===== src/hdl/rv_mem_isa_pkg.sv =====
`default_nettype none

// RV32 load/store encodings shared by the data-memory path
package rv_mem_isa_pkg;

    localparam int WORD_W         = 32;
    localparam int BYTES_PER_WORD = WORD_W / 8;

    typedef logic [WORD_W-1:0] word_t; // Architectural data word

    // funct3 field of LB/LH/LW/LBU/LHU and SB/SH/SW
    typedef enum logic [2:0] {
        f3_byte   = 3'b000, // LB / SB
        f3_half   = 3'b001, // LH / SH
        f3_word   = 3'b010, // LW / SW
        f3_byte_u = 3'b100, // LBU
        f3_half_u = 3'b101  // LHU
    } mem_funct3_e;

endpackage

`default_nettype wire


===== src/hdl/lsu_if_pkg.sv =====
`default_nettype none

// Request and response records between LSU, ROB and the data memory
package lsu_if_pkg;

    localparam int ADDR_W = 11;

    typedef logic [ADDR_W-1:0] mem_addr_t; // Word index, not byte address

    // Speculative load from the LSU
    typedef struct packed {
        logic                        valid;
        mem_addr_t                   addr;
        rv_mem_isa_pkg::mem_funct3_e funct3;
    } spec_load_req_t;

    // Commit of a load or store from the ROB
    typedef struct packed {
        logic                        valid;
        logic                        is_store;
        mem_addr_t                   addr;
        rv_mem_isa_pkg::mem_funct3_e funct3;
        rv_mem_isa_pkg::word_t       value; // Store data or speculated load value
    } commit_req_t;

    typedef struct packed {
        logic done;
        logic exception; // Load value differs from memory at commit
    } commit_resp_t;

endpackage

`default_nettype wire


===== src/hdl/commit_unit.sv =====
`timescale 1ns/1ps
`default_nettype none

module commit_unit (
    input  wire                                      clk,
    input  wire                                      reset,

    input  wire lsu_if_pkg::commit_req_t             commit_req,
    input  wire rv_mem_isa_pkg::word_t               checked_load, // Extended reload

    // Commit read port address
    output lsu_if_pkg::mem_addr_t                    rd_addr,

    // Store write port
    output logic                                     wr_en,
    output lsu_if_pkg::mem_addr_t                    wr_addr,
    output logic [rv_mem_isa_pkg::BYTES_PER_WORD-1:0] wr_lanes,
    output rv_mem_isa_pkg::word_t                    wr_data,

    output lsu_if_pkg::commit_resp_t                 commit_resp
);

    logic [rv_mem_isa_pkg::BYTES_PER_WORD-1:0] store_lanes;
    logic                                      store_commit;
    logic                                      load_commit;
    logic                                      load_mismatch;

    assign store_commit = commit_req.valid && commit_req.is_store;
    assign load_commit  = commit_req.valid && !commit_req.is_store;

    // Store size to lane mask, data always sits in the low lanes
    always_comb begin
        case (commit_req.funct3)
            rv_mem_isa_pkg::f3_byte: store_lanes = 4'b0001;
            rv_mem_isa_pkg::f3_half: store_lanes = 4'b0011;
            rv_mem_isa_pkg::f3_word: store_lanes = 4'b1111;
            default:                 store_lanes = 4'b0000; // No write
        endcase
    end

    assign wr_en    = store_commit && (|store_lanes);
    assign wr_addr  = commit_req.addr;
    assign wr_lanes = store_lanes;
    assign wr_data  = commit_req.value;

    // Load commits reread the same word through the commit port
    assign rd_addr = commit_req.addr;

    assign load_mismatch = checked_load != commit_req.value;

    // Every commit answers one cycle later
    always_ff @(posedge clk) begin
        if (reset) begin
            commit_resp <= '0;
        end else begin
            commit_resp.done      <= commit_req.valid;
            commit_resp.exception <= load_commit && load_mismatch; // Stores never flag
        end
    end

endmodule

`default_nettype wire


===== config.mk =====
export PLATFORM = sky130hd
export DESIGN_NAME = commit_unit
export DESIGN_NICKNAME = d
export VERILOG_FILES = /design/src/hdl/rv_mem_isa_pkg.sv /design/src/hdl/lsu_if_pkg.sv /design/src/hdl/commit_unit.sv
export SDC_FILE = /design/constraint.sdc
export NUM_CORES = 1
export LEC_CHECK = 0
export BUFFER_PORTS_ARGS = -buffer_cell sky130_fd_sc_hd__clkbuf_2
export CORE_UTILIZATION = 30
export CTS_BUF_LIST = sky130_fd_sc_hd__clkbuf_8 sky130_fd_sc_hd__clkbuf_16
export CTS_CLUSTER_SIZE = 8
export DETAILED_ROUTE_END_ITERATION = 10
export PLACE_DENSITY = 0.95
export SLEW_MARGIN = 10
export SYNTH_ARGS = -nofsm -noshare
export SYNTH_HDL_FRONTEND = slang
export SYNTH_SLANG_ARGS = --single-unit

===== constraint.sdc =====
create_clock -name clk -period 1.81 [get_ports clk]
set_input_delay 0.181 -clock clk [delete_from_list [all_inputs] [get_ports clk]]
set_output_delay 0.181 -clock clk [all_outputs]
set_load 0.01 [all_outputs]

==> results of run 1 <==
[area by class of cell]
type / count / area, um^2 / area share
clock buffers: 3 / 41.3 / 0.0391
inverters: 1 / 3.75 / 0.00355
multi-input cells: 49 / 388 / 0.367
flip-flops and latches: 2 / 40.0 / 0.0379
well taps: 30 / 37.5 / 0.0355
repair buffers: 109 / 546 / 0.517
[through the flow]
| step | area (um^2) | utilization | setup slack (ns) | std cells | power (mW) |
|---|---|---|---|---|---|
| after floorplan | 845 | - | 0.873 | 107 | 0.251 |
| after global placement | 1010 | 0.395 | 0.620 | 191 | 0.292 |
| after detailed placement | 1010 | 0.395 | 0.618 | 191 | 0.294 |
| after CTS | 1060 | 0.411 | 0.821 | 194 | 0.477 |
| after global routing | 1060 | 0.411 | 0.732 | 194 | 0.508 |
| final | 1060 | 0.411 | 0.832 | 194 | 0.469 |
[routing by layer]
| metal | vias to the layer above | GRT usage | routed length, um |
|---|---|---|---|
| met5 | - | 0 | 0 |
| met4 | 0 | 0.0917 | 5 |
| met3 | 2 | 0.0328 | 175 |
| met2 | 52 | 0.213 | 1060 |
| met1 | 339 | 0.145 | 745 |
| li1 | 413 | - | - |
[cells in the mapped netlist, drive strengths merged]
| cell | n |
|---|---|
| a2111oi | 1 |
| nor3b | 1 |
| dfxtp | 2 |
| xnor2 | 33 |
| buf | 55 |
| and3 | 1 |
| a21oi | 1 |
| nand4 | 8 |
| nor2 | 2 |
| inv | 1 |
| nor4 | 2 |
[power breakdown]
part	internal (mW)	switching (mW)	total, mW	leakage [nW]
combinational	0.136	0.108	0.244	0.546
sequential	0.0466	0.000619	0.0472	0.0166
clock	0.141	0.0366	0.177	0.0216
[worst max path at each step]
| stage | to | slack [ns] | from |
|---|---|---|---|
| after detailed placement | commit_resp[0] | 0.62 | commit_req[4] |
| after global placement | commit_resp[0] | 0.62 | commit_req[9] |
| after floorplan | wr_lanes[3] | 0.87 | commit_req[32] |
| after CTS | commit_resp[0] | 0.82 | commit_req[9] |
| final | commit_resp[0] | 0.83 | commit_req[9] |
| after global routing | commit_resp[0] | 0.73 | commit_req[17] |
[critical path: stages]
cell and delay, ns:
clkbuf_2 0.10, xnor2_1 0.16, nand4_1 0.13, nor4_1 0.35, a2111oi_1 0.13
[logic make-up after synthesis]
| group | after synthesis | share of synthesized area |
|---|---|---|
| buf+inv | 56 | 0.493 |
| xor+xnor | 33 | 0.342 |
| simple gates | 14 | 0.0993 |
| compound gates | 2 | 0.0178 |
| flops | 2 | 0.0474 |
==> key figures, run 1 <==
Status
  • Result of the run: completed

Timing
  • Relative slew slack: 0.798
  • TNS Setup: 0 ns
  • Max-slew violations: 0
  • Slew @ Worst Pin: between 0.2 and 0.3 ns
  • RSZ-0062 raised after global routing: false
  • Hold Worst Slack: 0.141 ns
  • Crit path time final: 0.978 ns
  • Crit share post-route: 0.541
  • Max Fclk: between 1000 and 1500 MHz
  • Setup violators final: 0
  • Final hold vios: 0

Floorplan
  • Top Ports: 143
  • Starting Density: 0.329
  • Die area: 3030 um^2
  • Core area: 2570 um^2
  • FP Rows: 18
  • Horiz. Die Dim: roughly 55 um
  • Die height: 55.1 um

CTS
  • Clock Pin Slew Worst Setup and Hold Paths: 0.03 ns
  • Sink Count: 2
  • CTS resizes: 0
  • Clock buffer depth: 2
  • H-tree Lvls: 1
  • Total CTS buffers: 3
  • TritonCTS clock tree: yes
  • Clock Root Buffer: clkbuf_8
  • Setup bufs post-CTS: 0
  • CTS Hold Bufs: 0

Worst setup path
  • Critical Path RT: 1.88 ns
  • Critical Path End Type: flop
  • Worst setup SP type: input pin
  • Setup CP Type: input pin to flop
  • Critical path arrival: approximately 1.1 ns
  • Worst-path maximum fanout: 2

GRT
  • First-pass GRT wire length: 2.73 mm
  • Number of global-route vias before repair: 693
  • Largest net degree at the start of global routing: 4
  • Total GRT Usage: 0.130
  • Antenna violations before repair: 0
  • Grt ovf: 0

Placement
  • GP Congestion: 0.760
  • DP HPWL: 1.87 mm
  • PortBufs: 109

Yosys
  • Avg Inst Size Synth: 7.89 um^2
  • Post-synthesis sequential area ratio: 0.0474
  • Syn Inst Count: 107
  • Post-Syn Area: 845 um^2
  • Largest cells by area after synthesis: buf_4, xnor2_1, nand4_1
  • Cell taking the most area after synthesis: buf_4
  • Syn_nets: 189
  • Synth top area share: 0.489
  • Yosys reg bits: 2
  • Synth cell types: 11
  • Syn. warnings: 0

Pwr
  • Leak Pwr: about 0.6 nW
  • Power per cell area: about 440 nW/um^2
  • Worst vdd ir: 180 uV

Final layout
  • Largest regs: commit_resp: 2 flops
  • Area Growth Syn to Fin: 25.0%
  • Most common cell after layout, fill and taps aside: clkbuf_2
  • Fraction of layout instances using a drive strength above 1: 0.683
  • # fillers: 295
  • Most flop-heavy register: commit_resp
  • # diodes: 0
  • Largest register FFs: 2
  • Fin nets: 248
  • Most frequent cells in the layout: clkbuf_2, xnor2_1, nand4_1, clkbuf_8

Min path
  • Hold endpoint: commit_resp[1]
  • Hold path start: reset
  • Worst hold stages: 2
  • Worst min path class: input pin to flop

Detailed routing
  • Total Wirelength: roughly 2 mm
  • Drt first-iter violations: 2
  • WL/cell: slightly above 10 um
  • DR vias: between 800 and 900
  • Routed vias/inst: 4.15
  • First-pass DRT Iterations: 2
  • DRC: 0
  • Antenna Violating Nets Remaining: 0

Run
  • Max Cap Violations: 0
No activity file was read; power rests on OpenSTA's default activity.
==> inputs of run 2 (changes only) <==
--- a/config.mk
+++ b/config.mk
@@ -5,12 +5,14 @@
 export SDC_FILE = /design/constraint.sdc
 export NUM_CORES = 1
 export LEC_CHECK = 0
+export ABC_AREA = 1
 export BUFFER_PORTS_ARGS = -buffer_cell sky130_fd_sc_hd__clkbuf_2
-export CORE_UTILIZATION = 30
+export CORE_ASPECT_RATIO = 1.75
+export CORE_UTILIZATION = 33
 export CTS_BUF_LIST = sky130_fd_sc_hd__clkbuf_8 sky130_fd_sc_hd__clkbuf_16
 export CTS_CLUSTER_SIZE = 8
 export DETAILED_ROUTE_END_ITERATION = 10
-export PLACE_DENSITY = 0.95
+export PLACE_DENSITY = 0.93
 export SLEW_MARGIN = 10
 export SYNTH_ARGS = -nofsm -noshare
 export SYNTH_HDL_FRONTEND = slang
==> constraint.sdc (replaced) <==
create_clock -name clk -period 0.96 [get_ports clk]
set_input_delay 0.096 -clock clk [delete_from_list [all_inputs] [get_ports clk]]
set_output_delay 0.096 -clock clk [all_outputs]
set_load 0.01 [all_outputs]
==> run 2 against run 1 <==
Power grew 99%. Synthesized area up 36%. Sequential share of layout area shrank 0.92 points. Wire length rose by 36%. First-iteration DRC count grew to 8.5 times the previous value. Critical path depth decreased by 1. Non-clock buffer count is 1 higher. Die area grew 23%. Final area up 32%. Critical endpoint is now wr_lanes[3].
==> key figures, run 2 <==
Timing
  • Relative slew slack: 0.857
  • Slew @ Worst Pin: roughly 0.21 ns
  • Crit share post-route: 0.852
  • Final hold vios: 0
  • Max-slew violations: 0
  • Hold Worst Slack: approximately 0.055 ns
  • RSZ-0062 raised after global routing: false
  • Crit path time final: 0.818 ns
  • Max Fclk: 1220 MHz
  • Final WS setup: ~0.14 ns
  • Setup violators final: 0

Status
  • Result of the run: completed

GRT
  • First-pass GRT wire length: 4.32 mm
  • Number of global-route vias before repair: 1,165
  • Grt ovf: 0
  • Antenna violations before repair: 0
  • Total GRT Usage: 0.158
  • Largest net degree at the start of global routing: 4

CTS
  • Clock Pin Slew Worst Setup and Hold Paths: roughly 0.030 ns
  • Clock buffer depth: 2
  • Total CTS buffers: 3
  • TritonCTS clock tree: yes
  • Sink Count: 2
  • H-tree Lvls: 1
  • Setup bufs post-CTS: 0
  • Clock Root Buffer: clkbuf_8

Yosys
  • Most instantiated cells after synthesis: nand2_1, buf_4, inv_1
  • Largest cells by area after synthesis: buf_4, nand2_1, inv_1
  • Yosys reg bits: 2
  • Syn. warnings: 0
  • Avg Inst Size Synth: 4.86 um^2
  • Syn Inst Count: ~240
  • Most common flop cell mapped by yosys: dfxtp_1
  • Synth cell types: 9
  • Cell taking the most area after synthesis: buf_4
  • Asr flop ratio synth: 0
  • Most common cell in the netlist: nand2_1
  • Syn_nets: 318
  • Post-Syn Area: 1150 um^2
  • Synth top area share: 0.360
  • Post-synthesis sequential area ratio: 0.0349
  • Post-synth EDFFs: 0

Final layout
  • Most flop-heavy register: commit_resp
  • Largest regs: commit_resp: 2 flops
  • Largest register FFs: 2
  • Post-Layout Cell Count: 339
  • Area Growth Syn to Fin: 21.5%
  • Fin nets: 378
  • # fillers: 385
  • Fraction of layout instances using a drive strength above 1: 0.391
  • Most common cell after layout, fill and taps aside: clkbuf_2
  • Most frequent cells in the layout: clkbuf_2, nand2_1, inv_1, nor2_1
  • # diodes: 0

Detailed routing
  • WL/cell: between 7 and 8 um
  • Drt first-iter violations: 17
  • First-pass DRT Iterations: 4
  • Routed vias/inst: 4.00
  • Antenna Violating Nets Remaining: 0
  • DRC: 0
  • DR vias: 1,356
  • Total Wirelength: ~2.7 mm

Placement
  • GP Congestion: 0.693
  • DP HPWL: 2.48 mm
  • Placed Instances: 336
  • PortBufs: 109
  • Dpl ws: -0.0338 ns

Floorplan
  • Core area: 3360 um^2
  • Die area: 3720 um^2
  • Top Ports: roughly 140
  • FP Rows: 28
  • Starting Density: 0.341
  • Die height: 80.0 um
  • Horiz. Die Dim: 46.6 um

Worst setup path
  • Critical path arrival: between 0.7 and 0.8 ns
  • Critical Path RT: 0.86 ns
  • Crit-path slowest cell: nor3b_1
  • Setup CP Type: input pin to output pin
  • Worst-path maximum fanout: 3
  • Worst setup SP type: input pin
  • Critical Path End Type: output pin
  • Delay-heaviest family, CP: buffers and inverters
  • Critical Path, Cell by Cell: clkbuf_2 -> nor3b_1 -> buf_4 -> clkbuf_2
  • Buf/Inv on CP: 3
  • Slowest Stage Delay on Critical Path: 0.23 ns
  • CP Depth: 4
  • Critical path origin: commit_req[32]
  • CP dominant cell by count: clkbuf_2

Min path
  • Worst min path class: input pin to flop
  • Worst hold stages: 2
  • Hold path start: reset

Pwr
  • Power per cell area: 670 nW/um^2
  • Worst vdd ir: 477 uV
  • Leak Pwr: roughly 1.1 nW

Run
  • Max Cap Violations: 0
run 2: report_power, final:
| group | internal (mW) | switching [mW] |
|---|---|---|
| clock network | 0.265 | 0.0680 |
| registers | 0.0878 | 0.000838 |
| logic | 0.242 | 0.268 |
| total | 0.595 | 0.337 |
run 2: repair_timing:
action,in CTS,in global routing
endpoints found under the hold margin,0,0
setup endpoints to repair,0,1
resized for setup,0,2
hold buffers,0,0
run 2: cell type report:
class,count,area (um^2),area share
well taps,45,56.3,0.0404
clock buffers,3,41.3,0.0296
inverters,50,188,0.135
flip-flops and latches,2,40.0,0.0288
repair buffers,110,553,0.397
multi-input cells,129,514,0.369
run 2: worst paths after layout:
kind,slack [ns],end
worst max-delay path,0.14,wr_lanes[3]
worst min-delay path,0.05,commit_resp[1]
run 2: through the flow:
stage / total power [mW] / area (um^2) / util / TNS (ns)
floorplan: 0.504 / 1150 / - / 0
global placement: 0.588 / 1340 / 0.399 / -0.00497
detailed placement: 0.602 / 1340 / 0.399 / -0.0338
CTS: 0.943 / 1380 / 0.411 / 0
global route: 1.04 / 1390 / 0.414 / 0
finish: 0.933 / 1390 / 0.414 / 0
run 2: cell families after synthesis:
logic type,synth area share
AOI/OAI and AO/OA,0.00436
DFF,0.0349
buffers and inverters,0.524
xor gates and xnor gates,0.0229
and+or+nand+nor,0.414
run 2: layer usage:
metal	GRT usage	routed length (um)	vias to the layer above
met1	0.134	854	519
met5	0	0	-
met4	0.121	174	0
met3	0.0181	269	24
li1	-	-	735
met2	0.297	1400	78
