**config.mk**
```make
export PLATFORM = sky130hd
export DESIGN_NAME = load_extend
export DESIGN_NICKNAME = d
export VERILOG_FILES = /design/src/hdl/rv_mem_isa_pkg.sv /design/src/hdl/load_extend.sv
export SDC_FILE = /design/constraint.sdc
export NUM_CORES = 1
export LEC_CHECK = 0
export BUFFER_PORTS_ARGS = -buffer_cell sky130_fd_sc_hd__buf_2
export CORE_MARGIN = 3
export CORE_UTILIZATION = 36
export DETAILED_ROUTE_END_ITERATION = 7
export PLACE_DENSITY = 0.89
export REMOVE_ABC_BUFFERS = 1
export SETUP_SLACK_MARGIN = 0.5
export SYNTH_ARGS = -nofsm -noshare
export SYNTH_HDL_FRONTEND = slang
export SYNTH_SLANG_ARGS = --single-unit
```
**constraint.sdc**
```tcl
create_clock -name vclk -period 1.06
set_clock_uncertainty 0.15 [all_clocks]
set_input_delay 0.106 -clock vclk [all_inputs]
set_output_delay 0.106 -clock vclk [all_outputs]
set_load 0.1 [all_outputs]
```
**src/hdl/rv_mem_isa_pkg.sv**
```systemverilog
`default_nettype none

// RV32 load/store encodings shared by the data-memory path
package rv_mem_isa_pkg;

    localparam int WORD_W         = 32;
    localparam int BYTES_PER_WORD = WORD_W / 8;

    typedef logic [WORD_W-1:0] word_t; // Architectural data word

    // funct3 field of LB/LH/LW/LBU/LHU and SB/SH/SW
    typedef enum logic [2:0] {
        f3_byte   = 3'b000, // LB / SB
        f3_half   = 3'b001, // LH / SH
        f3_word   = 3'b010, // LW / SW
        f3_byte_u = 3'b100, // LBU
        f3_half_u = 3'b101  // LHU
    } mem_funct3_e;

endpackage

`default_nettype wire

```
**src/hdl/load_extend.sv**
```systemverilog
`timescale 1ns/1ps
`default_nettype none

// Load data shaping by funct3
module load_extend (
    input  wire rv_mem_isa_pkg::word_t       raw,
    input  wire rv_mem_isa_pkg::mem_funct3_e funct3,
    output rv_mem_isa_pkg::word_t            data
);

    logic [7:0]  raw_byte;
    logic [15:0] raw_half;

    assign raw_byte = raw[7:0];  // Low lane only
    assign raw_half = raw[15:0];

    always_comb begin
        case (funct3)
            rv_mem_isa_pkg::f3_byte: begin
                data = {{24{raw_byte[7]}}, raw_byte}; // Sign from bit 7
            end
            rv_mem_isa_pkg::f3_half: begin
                data = {{16{raw_half[15]}}, raw_half}; // Sign from bit 15
            end
            rv_mem_isa_pkg::f3_word: begin
                data = raw;
            end
            rv_mem_isa_pkg::f3_byte_u: begin
                data = {24'd0, raw_byte};
            end
            rv_mem_isa_pkg::f3_half_u: begin
                data = {16'd0, raw_half};
            end
            default: begin
                data = '0; // Unused codes
            end
        endcase
    end

endmodule

`default_nettype wire

```
==> impl_metrics.json, run 1 <==
{
  "outcome": "did not finish",
  "stop_stage": "detailed placement (3_5_place_dp)",
  "stop_error": "[ERROR DPL-0033] detailed placement checks failed during check placement.",
  "ios": 67,
  "syn_inst": 71,
  "die_w_um": 46.59,
  "synth_most_common_cell": "mux2i_1",
  "yosysWarnings": 0,
  "portBuffers": 67,
  "synth_area_leader_cell": "mux2i_1",
  "netlist_area_um2": 593.1,
  "syn_area_per_cell_um2": 8.353,
  "synth_area_leaders": "mux2i_1 (41%), o2bb2ai_1 (10%), buf_6 (9.5%), and2_1 (8.4%), o21ai_1 (7.6%)",
  "initial_core_util_pct": 38.92,
  "gp_congestion": 0.7119,
  "ys_top_cells_by_count": "mux2i_1 (24), o21ai_1 (9), and2_1 (8), o2bb2ai_1 (7)",
  "synth-seq-area-share_pct": 0,
  "fp.dieH_um": 46.59,
  "synth.top_cell.area_share_pct": 40.51,
  "rows": 14,
  "ys_types": 15,
  "dp_hpwl_um": 3166
}
==> metrics by stage <==
| step | setup WS, ns | hold WS, ns | TNS [ns] | cells | area, µm² |
|---|---|---|---|---|---|
| after floorplan | -1.964 | 0.4125 | -34.17 | 60 | 503.0 |
| after global placement | -0.2943 | 0.4649 | -7.649 | 159 | 1484 |
==> cell families after synthesis <==
| group | Yosys count | synth area share (%) |
|---|---|---|
| simple gates | 11 | 15.19 |
| buf+inv | 11 | 15.19 |
| compound gates | 25 | 29.11 |
| mux | 24 | 40.51 |
==> run 2: changes to the inputs <==
CORE_AREA = 3 3 64 66   (was not set)
CORE_MARGIN = not set   (was 3)
CORE_UTILIZATION = not set   (was 36)
DIE_AREA = 0 0 67 69   (was not set)
PLACE_DENSITY = not set   (was 0.89)
PLACE_DENSITY_LB_ADDON = 0.15   (was not set)
SETUP_SLACK_MARGIN = not set   (was 0.5)
==> run 2 against run 1 <==
Net effect:
- the flow now finishes, with violations (negative setup slack)
- synthesized cell count is the same
- area after synthesis is the same
==> impl_metrics.json, run 2 <==
{
  "regArea_um2": 0,
  "fin_setup_tns_ns": -6.553,
  "path_buf_inv": 3,
  "period_minus_slack_ns": 1.328,
  "nets": 186,
  "drtPass1Iterations": 3,
  "max_freq_mhz": 753.0,
  "route.detailed.vias_per_inst": 4.467,
  "crit_chain": "buf_8, or2_4, clkbuf_16, o21ai_4, buf_12",
  "synth_area_leader_cell": "mux2i_1",
  "design.seq.count": 0,
  "ios": 67,
  "gp_congestion": 0.6878,
  "nFillCells": 296,
  "antenna_found_initial": 0,
  "synth-seq-area-share_pct": 0,
  "min_path_cells": 3,
  "outcome": "finished, violations left",
  "dieArea_mm2": 0.004623,
  "critPathRequiredTime_ns": 0.80,
  "p_leak_nw": 0.9139,
  "finalNonFillerCells": 197,
  "switching_power_w": 0.0009640,
  "finalCritPeriodShare_pct": 125.3,
  "seq_power_share_pct": 0,
  "initial_core_util_pct": 16.32,
  "path_max_fanout": 5,
  "worst_pin_slew_ns": 0.3028,
  "finalPower_w": 0.001612,
  "diodes": 0,
  "min_to": "data[6]",
  "mostFrequentLayoutCell": "buf_12",
  "ant_nets": 0,
  "place_inst": 189,
  "multi_input_area_um2": 873.3,
  "rsz0062_at_grt": "yes",
  "cp.arrival_ns": 1.07,
  "synth_most_common_cell": "mux2i_1",
  "crit_type": "primary input to output pin",
  "rows": 22,
  "synth.top_cell.area_share_pct": 40.51,
  "core_mm2": 0.003633,
  "area_growth_syn_to_layout_pct": 255.9,
  "final_cell_mix": "buf_12 (36), buf_2 (32), mux2i_1 (20)",
  "synth_area_leaders": "mux2i_1 (41%), o2bb2ai_1 (10%), buf_6 (9.5%), and2_1 (8.4%), o21ai_1 (7.6%)",
  "drv_cap": 0,
  "final_util_pct": 58.09,
  "slowest_stage": "or2_4",
  "grt_overflow_total": 0,
  "maxSlewViolCount": 0,
  "die_w_um": 67,
  "drc": 0,
  "crit_family": "buffers and inverters",
  "max_stage_delay_ns": 0.32,
  "ys_types": 15,
  "ir_drop_mv": 0.3291,
  "setup_ws_ns": -0.2680,
  "netlist_area_um2": 593.1,
  "hold_violations": 0,
  "p_int_w": 0.0006478,
  "ys_top_cells_by_count": "mux2i_1 (24), o21ai_1 (9), and2_1 (8), o2bb2ai_1 (7)",
  "whs_ns": 0.4447,
  "p_sw_share_pct": 59.81,
  "syn_area_per_cell_um2": 8.353,
  "yosysWarnings": 0,
  "p_per_area_mw_per_mm2": 763.6,
  "drive_above_1_share_pct": 86.58,
  "drtIter0Drc": 44,
  "violations": "negative setup slack",
  "power_frac_comb_pct": 100.0,
  "dp_hpwl_um": 1933,
  "grt_pass1_vias": 967,
  "fp.dieH_um": 69,
  "cp-start-kind": "primary input",
  "grt_pass1_wl_um": 5085,
  "p_clk_share_pct": 0,
  "clock_buffers": 0,
  "worstHoldStart": "raw[6]",
  "final-setup-viol-count": 32,
  "postRouteWirelength_um": 3362,
  "grtUsageTotal_pct": 13.98,
  "dr_total_vias": 880,
  "wire_per_inst_um": 17.07,
  "critPathCaptureType": "output pin",
  "slew_headroom_pct": 79.23,
  "grt_max_degree": 20,
  "hp-class": "primary input to output pin",
  "portBuffers": 67,
  "syn_inst": 71,
  "ctsHoldBuffers": 0
}
## run 2: cell families after synthesis
logic type	synth area share, %
AO/OA/AOI/OAI	29.11
buffers and inverters	15.19
multiplexers	40.51
AND/OR/NAND/NOR	15.19
## run 2: power groups by stage
stage	clock (W)	combinational (W)	sequential [W]
final	0	0.00161	0
after global routing	0	0.00166	0
after CTS	0	0.00159	0
after detailed placement	0	0.00133	0
after global placement	0	0.00132	0
after floorplan	0	0.000752	0
## run 2: metrics by stage
stage               cell area (µm²)  worst slack [ns]
floorplan                     503.0            -1.964
global placement               1521           -0.3084
detailed placement             1521           -0.3389
CTS                            2071           -0.2514
global route                   2111           -0.2892
finish                         2111           -0.2680
## run 2: final cells by class
cell class	count	share of cell area (%)
Tap cell	48	2.845
Multi-Input combinational cell	60	41.38
Timing Repair Buffer	89	55.78
## run 2: worst max path at each step
stage,to,cells after the start,start
floorplan,data[25],2,funct3[2]
global placement,data[25],6,funct3[2]
detailed placement,data[26],6,funct3[2]
CTS,data[18],5,funct3[0]
global route,data[21],5,funct3[2]
finish,data[21],5,funct3[2]
## run 2: layer usage
metal	wire (µm)	vias up	track usage, %
met1	1104	419	14.48
li1	-	425	-
met4	0	0	0
met2	2038	36	30.02
met5	0	-	0
met3	219	0	1.140
## run 2: what timing repair did
item / 4_1_cts / 5_1_grt
pin swaps: 19 / 7
endpoints found under the setup margin: 32 / 32
cloned: 4 / 1
resized for setup: 80 / 4
setup buffers: 7 / 0
No activity file was read; power rests on OpenSTA's default activity.
==> run 3: changes to the inputs <==
CAP_MARGIN = 20   (was not set)
PLACE_DENSITY = 0.5   (was not set)
PLACE_DENSITY_LB_ADDON = not set   (was 0.15)
==> run 3 against run 2 <==
Net effect:
- the run still ends with negative setup slack left
- via count is 3.0% higher
- count of clock-buffer cells in the layout unchanged
- setup slack improved by 0.029 ns
- critical path type unchanged
- highest routed layer unchanged
==> impl_metrics.json, run 3 (synthesized netlist as in run 2, its figures left out) <==
{
  "critPathRequiredTime_ns": 0.80,
  "grt_pass1_vias": 1004,
  "nets": 188,
  "drive_above_1_share_pct": 98.01,
  "max_stage_delay_ns": 0.31,
  "postRouteWirelength_um": 3204,
  "mostFrequentLayoutCell": "buf_12",
  "wire_per_inst_um": 16.10,
  "worst_pin_slew_ns": 0.2913,
  "critPathCaptureType": "output pin",
  "hp-class": "primary input to output pin",
  "p_per_area_mw_per_mm2": 739.9,
  "ios": 67,
  "ctsHoldBuffers": 0,
  "cp.arrival_ns": 1.04,
  "finalCritPeriodShare_pct": 122.5,
  "path_common_cell": "buf_12",
  "drtIter0Drc": 28,
  "postPlaceCellArea_mm2": 0.001546,
  "rsz0062_at_grt": "yes",
  "p_leak_nw": 0.9064,
  "pre_cts_slack_ns": -0.3380,
  "initial_core_util_pct": 16.32,
  "maxSlewViolCount": 0,
  "grt_pass1_wl_um": 4995,
  "gp_congestion": 0.6295,
  "whs_ns": 0.4405,
  "grt_overflow_total": 0,
  "nFillCells": 269,
  "period_minus_slack_ns": 1.299,
  "outcome": "finished, violations left",
  "crit_chain": "buf_8, or2_4, buf_12, o2bb2ai_4, buf_12",
  "regArea_um2": 0,
  "setup_ws_ns": -0.2389,
  "antenna_found_initial": 0,
  "max_freq_mhz": 769.9,
  "cp-start-kind": "primary input",
  "final-setup-viol-count": 32,
  "portBuffers": 67,
  "diodes": 0,
  "dr_total_vias": 906,
  "fp.dieH_um": 69,
  "drv_cap": 0,
  "final_area_mm2": 0.002325,
  "grt_max_degree": 18,
  "finalPower_w": 0.001720,
  "min_path_cells": 3,
  "rows": 22,
  "ir_drop_mv": 0.4772,
  "path_max_fanout": 8,
  "drc": 0,
  "area_growth_syn_to_layout_pct": 292.0,
  "ant_nets": 0,
  "route.detailed.vias_per_inst": 4.553,
  "dieArea_mm2": 0.004623,
  "dp_hpwl_um": 1965,
  "crit_type": "primary input to output pin",
  "grtUsageTotal_pct": 13.36,
  "die_w_um": 67,
  "final_util_pct": 63.98,
  "clock_buffers": 0,
  "slew_headroom_pct": 80.02,
  "drtPass1Iterations": 3,
  "design.seq.count": 0,
  "core_mm2": 0.003633,
  "slowest_stage": "or2_4",
  "final_cell_mix": "buf_12 (40), buf_2 (32), o21ai_4 (16)",
  "violations": "negative setup slack",
  "hold_violations": 0
}
run 3: cell types whose count changed in the layout (fill, tap and decap cells not counted), moves of 2 or more:
cell / delta
mux2i_4: +14
buf_16: -2
mux2i_1: -17
mux2i_2: +3
buf_6: +2
buf_12: +4
run 3: metrics by stage:
stage | std cells | TNS [ns]
global route | 199 | -8.228
detailed placement | 194 | -9.699
floorplan | 60 | -34.17
finish | 199 | -7.003
global placement | 194 | -9.255
CTS | 199 | -6.958
run 3: cell type report:
type | instances | area, µm² | area share (%)
Tap cell | 48 | 60.06 | 2.583
Timing Repair Buffer | 90 | 1177 | 50.65
Multi-Input combinational cell | 61 | 1087 | 46.77
run 3: path summary, 6_finish.rpt:
path	endpoint	slack, ns	from
max	data[12]	-0.24	funct3[2]
min	data[6]	0.44	raw[6]
run 3: critical path: cells and delay by family:
kind            cells  cell delay [ns]
buf+inv             3             0.47
simple gates        1             0.31
compound gates      1             0.15
run 3: where the power goes:
group | internal [W] | total (W) | switching, W
Clock | 0 | 0 | 0
Combinational | 0.000713 | 0.00172 | 0.00101
Sequential | 0 | 0 | 0
Total | 0.000713 | 0.00172 | 0.00101
run 3: timing repair:
action                                  in CTS  in global routing
pin swaps                                   29                  9
setup buffers                                6                  0
gates cloned                                 3                  0
gates resized for setup                    109                 17
endpoints found under the setup margin      32                 32
run 3: layer usage:
metal	vias up	GRT usage [%]	share of wire, %
met1	419	16.58	40
met5	-	0	0
li1	431	-	-
met4	0	0	0
met2	56	24.13	50
met3	0	3.420	10
==> run 4: changes to the inputs <==
CAP_MARGIN = not set   (was 20)
PLACE_DENSITY = 0.43   (was 0.5)
==> run 4 against run 3 <==
Net effect:
- the run still ends with negative setup slack left
- global-route usage shrank 0.18 points
- critical path depth unchanged
- via count up 1.4%
- die area unchanged
- flip-flop and latch count did not move
- setup slack improved by 0.0011 ns
- sequential share of layout area is the same
- non-clock buffer count rose by 6
- total power shrank 1.4%
- hold slack worse by 0.0022 ns
- combinational power hardly changed
- routed wire length is 2.4% higher
- critical path type unchanged
- critical endpoint is now data[17]
==> impl_metrics.json, run 4 (synthesized netlist as in run 2, its figures left out) <==
{
  "p_leak_nw": 0.9171,
  "critPathCaptureType": "output pin",
  "drt-met1-wl_um": 1116,
  "drc": 0,
  "mostFrequentLayoutCell": "buf_12",
  "outcome": "finished, violations left",
  "core_mm2": 0.003633,
  "path_max_fanout": 5,
  "final_area_mm2": 0.002280,
  "grt_pass1_vias": 1049,
  "grt_max_degree": 17,
  "nets": 193,
  "multi_input_area_mm2": 0.001028,
  "p_int_w": 0.0007007,
  "crit_type": "primary input to output pin",
  "grt_overflow_total": 0,
  "postRouteWirelength_um": 3281,
  "hp-class": "primary input to output pin",
  "path_common_cell": "buf_12",
  "rows": 22,
  "dp_hpwl_um": 2079,
  "finalCritPeriodShare_pct": 122.4,
  "max_stage_delay_ns": 0.31,
  "ir_drop_mv": 0.4441,
  "drtPass1Iterations": 2,
  "final-setup-viol-count": 32,
  "hold_violations": 0,
  "max_freq_mhz": 770.5,
  "dr_total_vias": 919,
  "dieArea_mm2": 0.004623,
  "cp-start-kind": "primary input",
  "maxSlewViolCount": 0,
  "design.seq.count": 0,
  "seq_power_share_pct": 0,
  "antenna_found_initial": 0,
  "ant_nets": 0,
  "path_buf_inv": 3,
  "setup_ws_ns": -0.2378,
  "portBuffers": 67,
  "clock_buffers": 0,
  "drv_cap": 0,
  "power_frac_comb_pct": 100.0,
  "grtUsageTotal_pct": 13.18,
  "critPathRequiredTime_ns": 0.80,
  "fp.dieH_um": 69,
  "p_clk_share_pct": 0,
  "p_per_area_mw_per_mm2": 744.0,
  "finalPower_w": 0.001696,
  "worst_pin_slew_ns": 0.3140,
  "cp.arrival_ns": 1.04,
  "violations": "negative setup slack",
  "ios": 67,
  "route.detailed.vias_per_inst": 4.505,
  "nFillCells": 292,
  "initial_core_util_pct": 16.32,
  "crit_chain": "buf_8, or2_4, buf_12, o21ai_4, buf_12",
  "wl_met3_um": 299,
  "crit_family": "buffers and inverters",
  "switching_power_w": 0.0009953,
  "final_cell_mix": "buf_12 (38), buf_2 (32), o21ai_4 (17), buf_4 (17), mux2i_4 (11)",
  "gp_congestion": 0.6564,
  "postPlaceCellArea_mm2": 0.001501,
  "rsz0062_at_grt": "yes",
  "fin_setup_tns_ns": -6.100,
  "diodes": 0,
  "ctsHoldBuffers": 0,
  "highest_layer": "met3",
  "slowest_stage": "or2_4",
  "slew_headroom_pct": 78.47,
  "drtIter0Drc": 10,
  "area_growth_syn_to_layout_pct": 284.4,
  "period_minus_slack_ns": 1.298,
  "grt_pass1_wl_um": 4995,
  "routed-wl-met2_um": 1866,
  "wire_per_inst_um": 16.08,
  "regArea_um2": 0,
  "p_sw_share_pct": 58.68,
  "drive_above_1_share_pct": 97.44,
  "die_w_um": 67
}
-- run 4: power groups by stage --
| stage | clock network, W | logic, W | registers [W] |
|---|---|---|---|
| finish | 0 | 0.00170 | 0 |
| global route | 0 | 0.00175 | 0 |
| CTS | 0 | 0.00156 | 0 |
| detailed placement | 0 | 0.00131 | 0 |
| global placement | 0 | 0.00130 | 0 |
| floorplan | 0 | 0.000752 | 0 |
-- run 4: worst min-delay path, stage by stage --
cell and delay (ns):
buf_2 0.07, and2_4 0.13, buf_12 0.16
-- run 4: stage by stage --
stage,utilization (%),hold slack [ns],setup WS (ns),instances
5_1_grt,62.74,0.4482,-0.2623,204
4_1_cts,55.44,0.4393,-0.2199,195
6_report,62.74,0.4383,-0.2378,204
3_5_place_dp,41.32,0.4750,-0.3660,188
3_3_place_gp,41.32,0.4727,-0.3476,188
2_1_floorplan,-,0.4125,-1.964,60
-- run 4: cell type report --
class,count,area share (%)
timing repair buffer,96,52.25
tap,48,2.634
multi-input combinational,60,45.12
-- run 4: path summary, 6_finish.rpt --
kind      start       end  slack, ns  depth (start not counted)
max   funct3[0]  data[17]      -0.24                          5
min      raw[6]   data[6]       0.44                          3
-- run 4: layer usage --
| metal | track usage (%) | up-vias |
|---|---|---|
| met4 | 0 | 0 |
| li1 | - | 436 |
| met5 | 0 | - |
| met3 | 3.257 | 0 |
| met2 | 26.64 | 49 |
| met1 | 13.84 | 434 |
-- run 4: timing repair --
item | CTS | global route
gates cloned | 1 | 1
gates resized for setup | 82 | 32
pin swaps | 19 | 4
setup endpoints to repair | 32 | 32
buffers inserted | 6 | 8
